**src/hw/cacheline_pkg.sv**
```systemverilog
`default_nettype none

package cacheline_pkg;

    localparam int unsigned ADDR_W = 32;
    localparam int unsigned BURST_W = 64;
    localparam int unsigned BEATS = 4;
    localparam int unsigned LINE_W = BURST_W * BEATS;

    // line index starts right above these bits.
    localparam int unsigned LINE_OFFSET_BITS = 5;

    typedef logic [ADDR_W-1:0] addr_t;

    typedef logic [BURST_W-1:0] burst_t;

    typedef logic [LINE_W-1:0] line_t;

    typedef logic [$clog2(BEATS)-1:0] beat_cnt_t;

endpackage : cacheline_pkg

`default_nettype wire

```
**src/hw/cacheline_adaptor.sv**
```systemverilog
`timescale 1ns/1ps
`default_nettype none

module cacheline_adaptor (
    input  logic                  clk,
    input  logic                  reset_n,

    // line side
    input  cacheline_pkg::line_t  line_i,
    output cacheline_pkg::line_t  line_o,
    input  cacheline_pkg::addr_t  address_i,
    input  logic                  read_i,
    input  logic                  write_i,
    output logic                  resp_o,

    // memory side
    input  cacheline_pkg::burst_t burst_i,
    output cacheline_pkg::burst_t burst_o,
    output cacheline_pkg::addr_t  address_o,
    output logic                  read_o,
    output logic                  write_o,
    input  logic                  resp_i
);

    import cacheline_pkg::*;

    typedef enum logic [2:0] {
        ST_IDLE,
        ST_RD_WAIT,
        ST_WR_WAIT,
        ST_RD_STREAM,
        ST_WR_STREAM,
        ST_DONE
    } adaptor_state_t;

    localparam beat_cnt_t LAST_BEAT = beat_cnt_t'(BEATS - 1);

    adaptor_state_t state;
    adaptor_state_t state_d;
    beat_cnt_t      beat_cnt;
    line_t          line_q;
    addr_t          addr_q;

    logic take_rd;
    logic take_wr;
    logic beat_step;
    logic rd_beat;

    assign take_rd = (state == ST_IDLE) && read_i;
    assign take_wr = (state == ST_IDLE) && !read_i && write_i;  // read wins.

    // a beat moves on the bus this cycle.
    assign beat_step = ((state == ST_RD_WAIT || state == ST_WR_WAIT) && resp_i) ||
                       (state == ST_RD_STREAM) || (state == ST_WR_STREAM);

    assign rd_beat = ((state == ST_RD_WAIT) && resp_i) || (state == ST_RD_STREAM);

    always_comb begin
        state_d = state;
        case (state)
            ST_IDLE: begin
                if (take_rd) begin
                    state_d = ST_RD_WAIT;
                end else if (take_wr) begin
                    state_d = ST_WR_WAIT;
                end
            end
            ST_RD_WAIT: begin
                if (resp_i) begin
                    state_d = ST_RD_STREAM;  // beat 0 arrives with resp.
                end
            end
            ST_WR_WAIT: begin
                if (resp_i) begin
                    state_d = ST_WR_STREAM;
                end
            end
            ST_RD_STREAM: begin
                if (beat_cnt == LAST_BEAT) begin
                    state_d = ST_DONE;
                end
            end
            ST_WR_STREAM: begin
                if (beat_cnt == LAST_BEAT) begin
                    state_d = ST_DONE;
                end
            end
            ST_DONE: begin
                state_d = ST_IDLE;
            end
            default: begin
                state_d = ST_IDLE;
            end
        endcase
    end

    always_ff @(posedge clk) begin
        if (!reset_n) begin
            state <= ST_IDLE;
            beat_cnt <= '0;
        end else begin
            state <= state_d;
            if (beat_step) begin
                beat_cnt <= beat_cnt + 1'b1;  // wraps to 0 after last beat.
            end else if (state == ST_IDLE) begin
                beat_cnt <= '0;
            end
        end
    end

    // captured request and assembled line.
    always_ff @(posedge clk) begin
        if (take_rd || take_wr) begin
            addr_q <= address_i;
        end
        if (take_wr) begin
            line_q <= line_i;
        end else if (rd_beat) begin
            line_q[beat_cnt*BURST_W +: BURST_W] <= burst_i;  // lowest slice first.
        end
    end

    always_comb begin
        read_o = (state == ST_RD_WAIT) || (state == ST_RD_STREAM);
        write_o = (state == ST_WR_WAIT) || (state == ST_WR_STREAM);
        resp_o = (state == ST_DONE);
    end

    assign burst_o = line_q[beat_cnt*BURST_W +: BURST_W];
    assign address_o = addr_q;
    assign line_o = line_q;  // held until next capture.

endmodule : cacheline_adaptor

`default_nettype wire

```
**config.mk**
```make
export PLATFORM = sky130hd
export DESIGN_NAME = cacheline_adaptor
export DESIGN_NICKNAME = d
export VERILOG_FILES = /design/src/hw/cacheline_pkg.sv /design/src/hw/cacheline_adaptor.sv
export SDC_FILE = /design/constraint.sdc
export NUM_CORES = 1
export LEC_CHECK = 0
export BUFFER_PORTS_ARGS = -buffer_cell sky130_fd_sc_hd__buf_2
export CORE_AREA = 5 5 278 280
export DETAILED_ROUTE_END_ITERATION = 12
export DIE_AREA = 0 0 283 285
export MAX_ROUTING_LAYER = met4
export SETUP_SLACK_MARGIN = 0.3
export SYNTH_ARGS = -nofsm -noshare
export SYNTH_HDL_FRONTEND = slang
export SYNTH_SLANG_ARGS = --single-unit
```
**constraint.sdc**
```tcl
create_clock -name clk -period 9.3 [get_ports clk]
set_input_delay 1.395 -clock clk [delete_from_list [all_inputs] [get_ports clk]]
set_output_delay 1.395 -clock clk [all_outputs]
set_load 0.01 [all_outputs]
```
==> results.md <==
* Run status: finished clean
* Vias in the first global route at between 10000 and 15000
* Grt total ovfl at 0
* Design area at just under 20000 um^2
* HP Class: flip-flop to flip-flop
* GP Congestion at around 0.92
* Critical Path Sink Type: output pin
* Ys Warns at 0
* Min Tclk post-route at 4.07 ns
* Clock root buffer: clkbuf_16
* Worst-path clk slew at 0.05 ns
* Most frequent cells in the layout: buf_2, nand2_1, edfxtp_1, o21ai_1, o21ai_0
* Resized Gates After CTS at 0
* Final setup viols at 0
* Period Utilization, post-route at 0.437
* # H-tree levels at 2
* Max-Cap Viols at 0
* R2R depth at 5
* Clock skew at 0.0256 ns
* Worst Max-Slew Pin Slew at ~1.1 ns
* Area Growth Syn to Fin at 37.0%
* Clk_lat worst skew at 0.54 ns
* Top Family by Delay on Critical Path: flip-flops
* TritonCTS clock tree: done
* # hold bufs at CTS at 0
* Placed cell area at 18800 um^2
* Synth top area share at 0.597
* Synth cell types at 39
* Slew Viols, Final at 0
* CP startpoint kind: flip-flop
* Core area at between 70000 and 80000 um^2
* CP cell instances: buf_4, mux4_2, buf_2
* Syn nets at ~1600
* Via/cell ratio at around 4.4
* Hold_ws at approximately 0.67 ns
* DIE AREA at around 81000 um^2
* Vias at 12800
* Most area-hungry cell type in the Yosys netlist: edfxtp_1
* Die W at about 280 um
* Synthesized flop and latch total at between 200 and 300
* Synth Instances at between 1000 and 1500
* Fraction of registers with async set/reset at 0
* Num CTS Buffers at 35
* Post-CTS setup buffers at 0
* Crit Path Class: flip-flop to output pin
* Sequential fraction of the synthesis area at 0.604
* Worst slew margin at 0.278
* Post-route DRC at 0
* Worst stage delay on the critical path at a little over 0.8 ns
* Critical Path Source: beat_cnt[1]
* Rows at 100
* F_max at roughly 250 MHz
* Post-DRT Antenna Nets at 0
* Post-synth EDFFs at roughly 290
* WP depth at 3
* Main synth FF type: edfxtp_1
* NumNets Final at ~2300
* GRT Util Overall at 0.149
* Synth area leaders: edfxtp_1, nand2_1, mux4_2
* R2R Path Start: state[1]
* Core Util, Final at 0.267
* Initial core utilization at 0.195
* Final hold vios at 0
* I/O Pins at between 700 and 800
* Max IR drop VDD at approximately 0.21 mV
* Worst EP arrival at 2.67 ns
* Commonest non-fill, non-tap cell in the layout: buf_2
* Antenna violations before repair at 7
* # clock sinks at between 200 and 300
* Fill cells at between 7000 and 8000
* Reg area at approximately 8800 um^2
* Worst Hold Path Cells at 2
* # port buffers at roughly 710
* DR WL/cell at 21.0 um
* Clk buf depth at 3
* DRT Wirelength at approximately 62000 um
* Layout cells sized above 1 at 0.429
* Power density cells at about 260 nW/um^2
* Leak at about 7.6 nW
* Wire length of the first global-routing pass at between 80000 and 90000 um
* 1st-iter DRT viols at 848
* Worst Path Required at 7.91 ns
* Setup TNS at 0 ns
* Setup ws final at between 5 and 6 ns
* HPWL Detailed at about 45000 um
* Crit-path max FO at 35
* Syn Area/Cell at 11.3 um^2
* Footprint of the multi-input gates at about 5100 um^2
* Slowest library cell on the worst path: dfxtp_4
* Synth Cell Area at 14500 um^2
* Die Ht at about 290 um
* Min-delay src: state[1]
* Drt first pass iters at 5
* Worst path bufs/invs at 2
* Unrepaired setup endpoints after global routing: no
* Place WS at ~4.9 ns
* Largest net degree at the start of global routing at ~220
-- final timing paths --
kind	slack, ns	to
worst max-delay path	5.23	burst_o[13]
worst max register to register	5.76	line_o[213]
worst min register to register	0.67	state[1]
worst min-delay path	0.67	state[1]
-- per-stage QoR --
stage          std cells  power, mW
2_1_floorplan       1284       3.15
3_3_place_gp        2880       3.97
3_5_place_dp        2880       4.00
4_1_cts             2941       5.31
5_1_grt             2946       5.53
6_report            2946       5.25
-- state kept, by name, summed over array words and instances, names as in the netlist --
| register | count |
|---|---|
| beat_cnt | 2 |
| address_o | 32 |
| line_o | 256 |
| state | 3 |
-- routing by layer --
layer	routed length, um	vias to the layer above	GRT usage
li1	-	5908	-
met1	23200	6130	0.164
met2	31700	687	0.266
met3	4480	111	0.0317
met4	2570	0	0.0604
met5	0	-	-
-- cell type report --
class,count,share of cell area
timing repair buffer,727,0.186
multi-input combinational,888,0.257
inverter,3,0.000568
tap,969,0.0611
antenna,5,0.000631
sequential,293,0.442
clock buffer,46,0.0463
clock inverter,15,0.00631
-- worst min-delay path: stages, from the launching register on --
cell and delay [ns]:
dfxtp_1 0.45, nand2_1 0.11, mux2i_1 0.06
-- report_power, final --
part           internal (mW)  switching (mW)  leakage (nW)
Clock                  0.749           0.548         0.504
Sequential              1.86           0.190          2.75
Combinational          0.708            1.19          4.32
Total                   3.32            1.93          7.58
-- Yosys cell counts (2+ instances only) --
cell type and instances:
a21boi_0 2, a21oi_1 2, buf_1 4, buf_2 21, buf_4 9, buf_6 23
buf_8 2, clkbuf_1 20, clkbuf_2 21, dfxtp_1 5, edfxtp_1 288, ha_1 5
inv_1 3, mux4_2 64, nand2_1 518, nand2b_1 3, nand3_1 3, nand3b_1 2
nor2_1 5, nor2_4 2, nor2b_1 2, o21a_1 4, o21ai_0 123, o21ai_1 135
o311ai_0 3, o31ai_1 2
-- cells by family after synthesis --
kind of cell,synth area share
flip-flops,0.604
adder cells (fa/ha/maj),0.00432
AO/OA/AOI/OAI,0.0976
multiplexers,0.101
AND/OR/NAND/NOR,0.146
XOR/XNOR,0.000605
buffers and inverters,0.0461
Power figures use the tool's default switching activity.
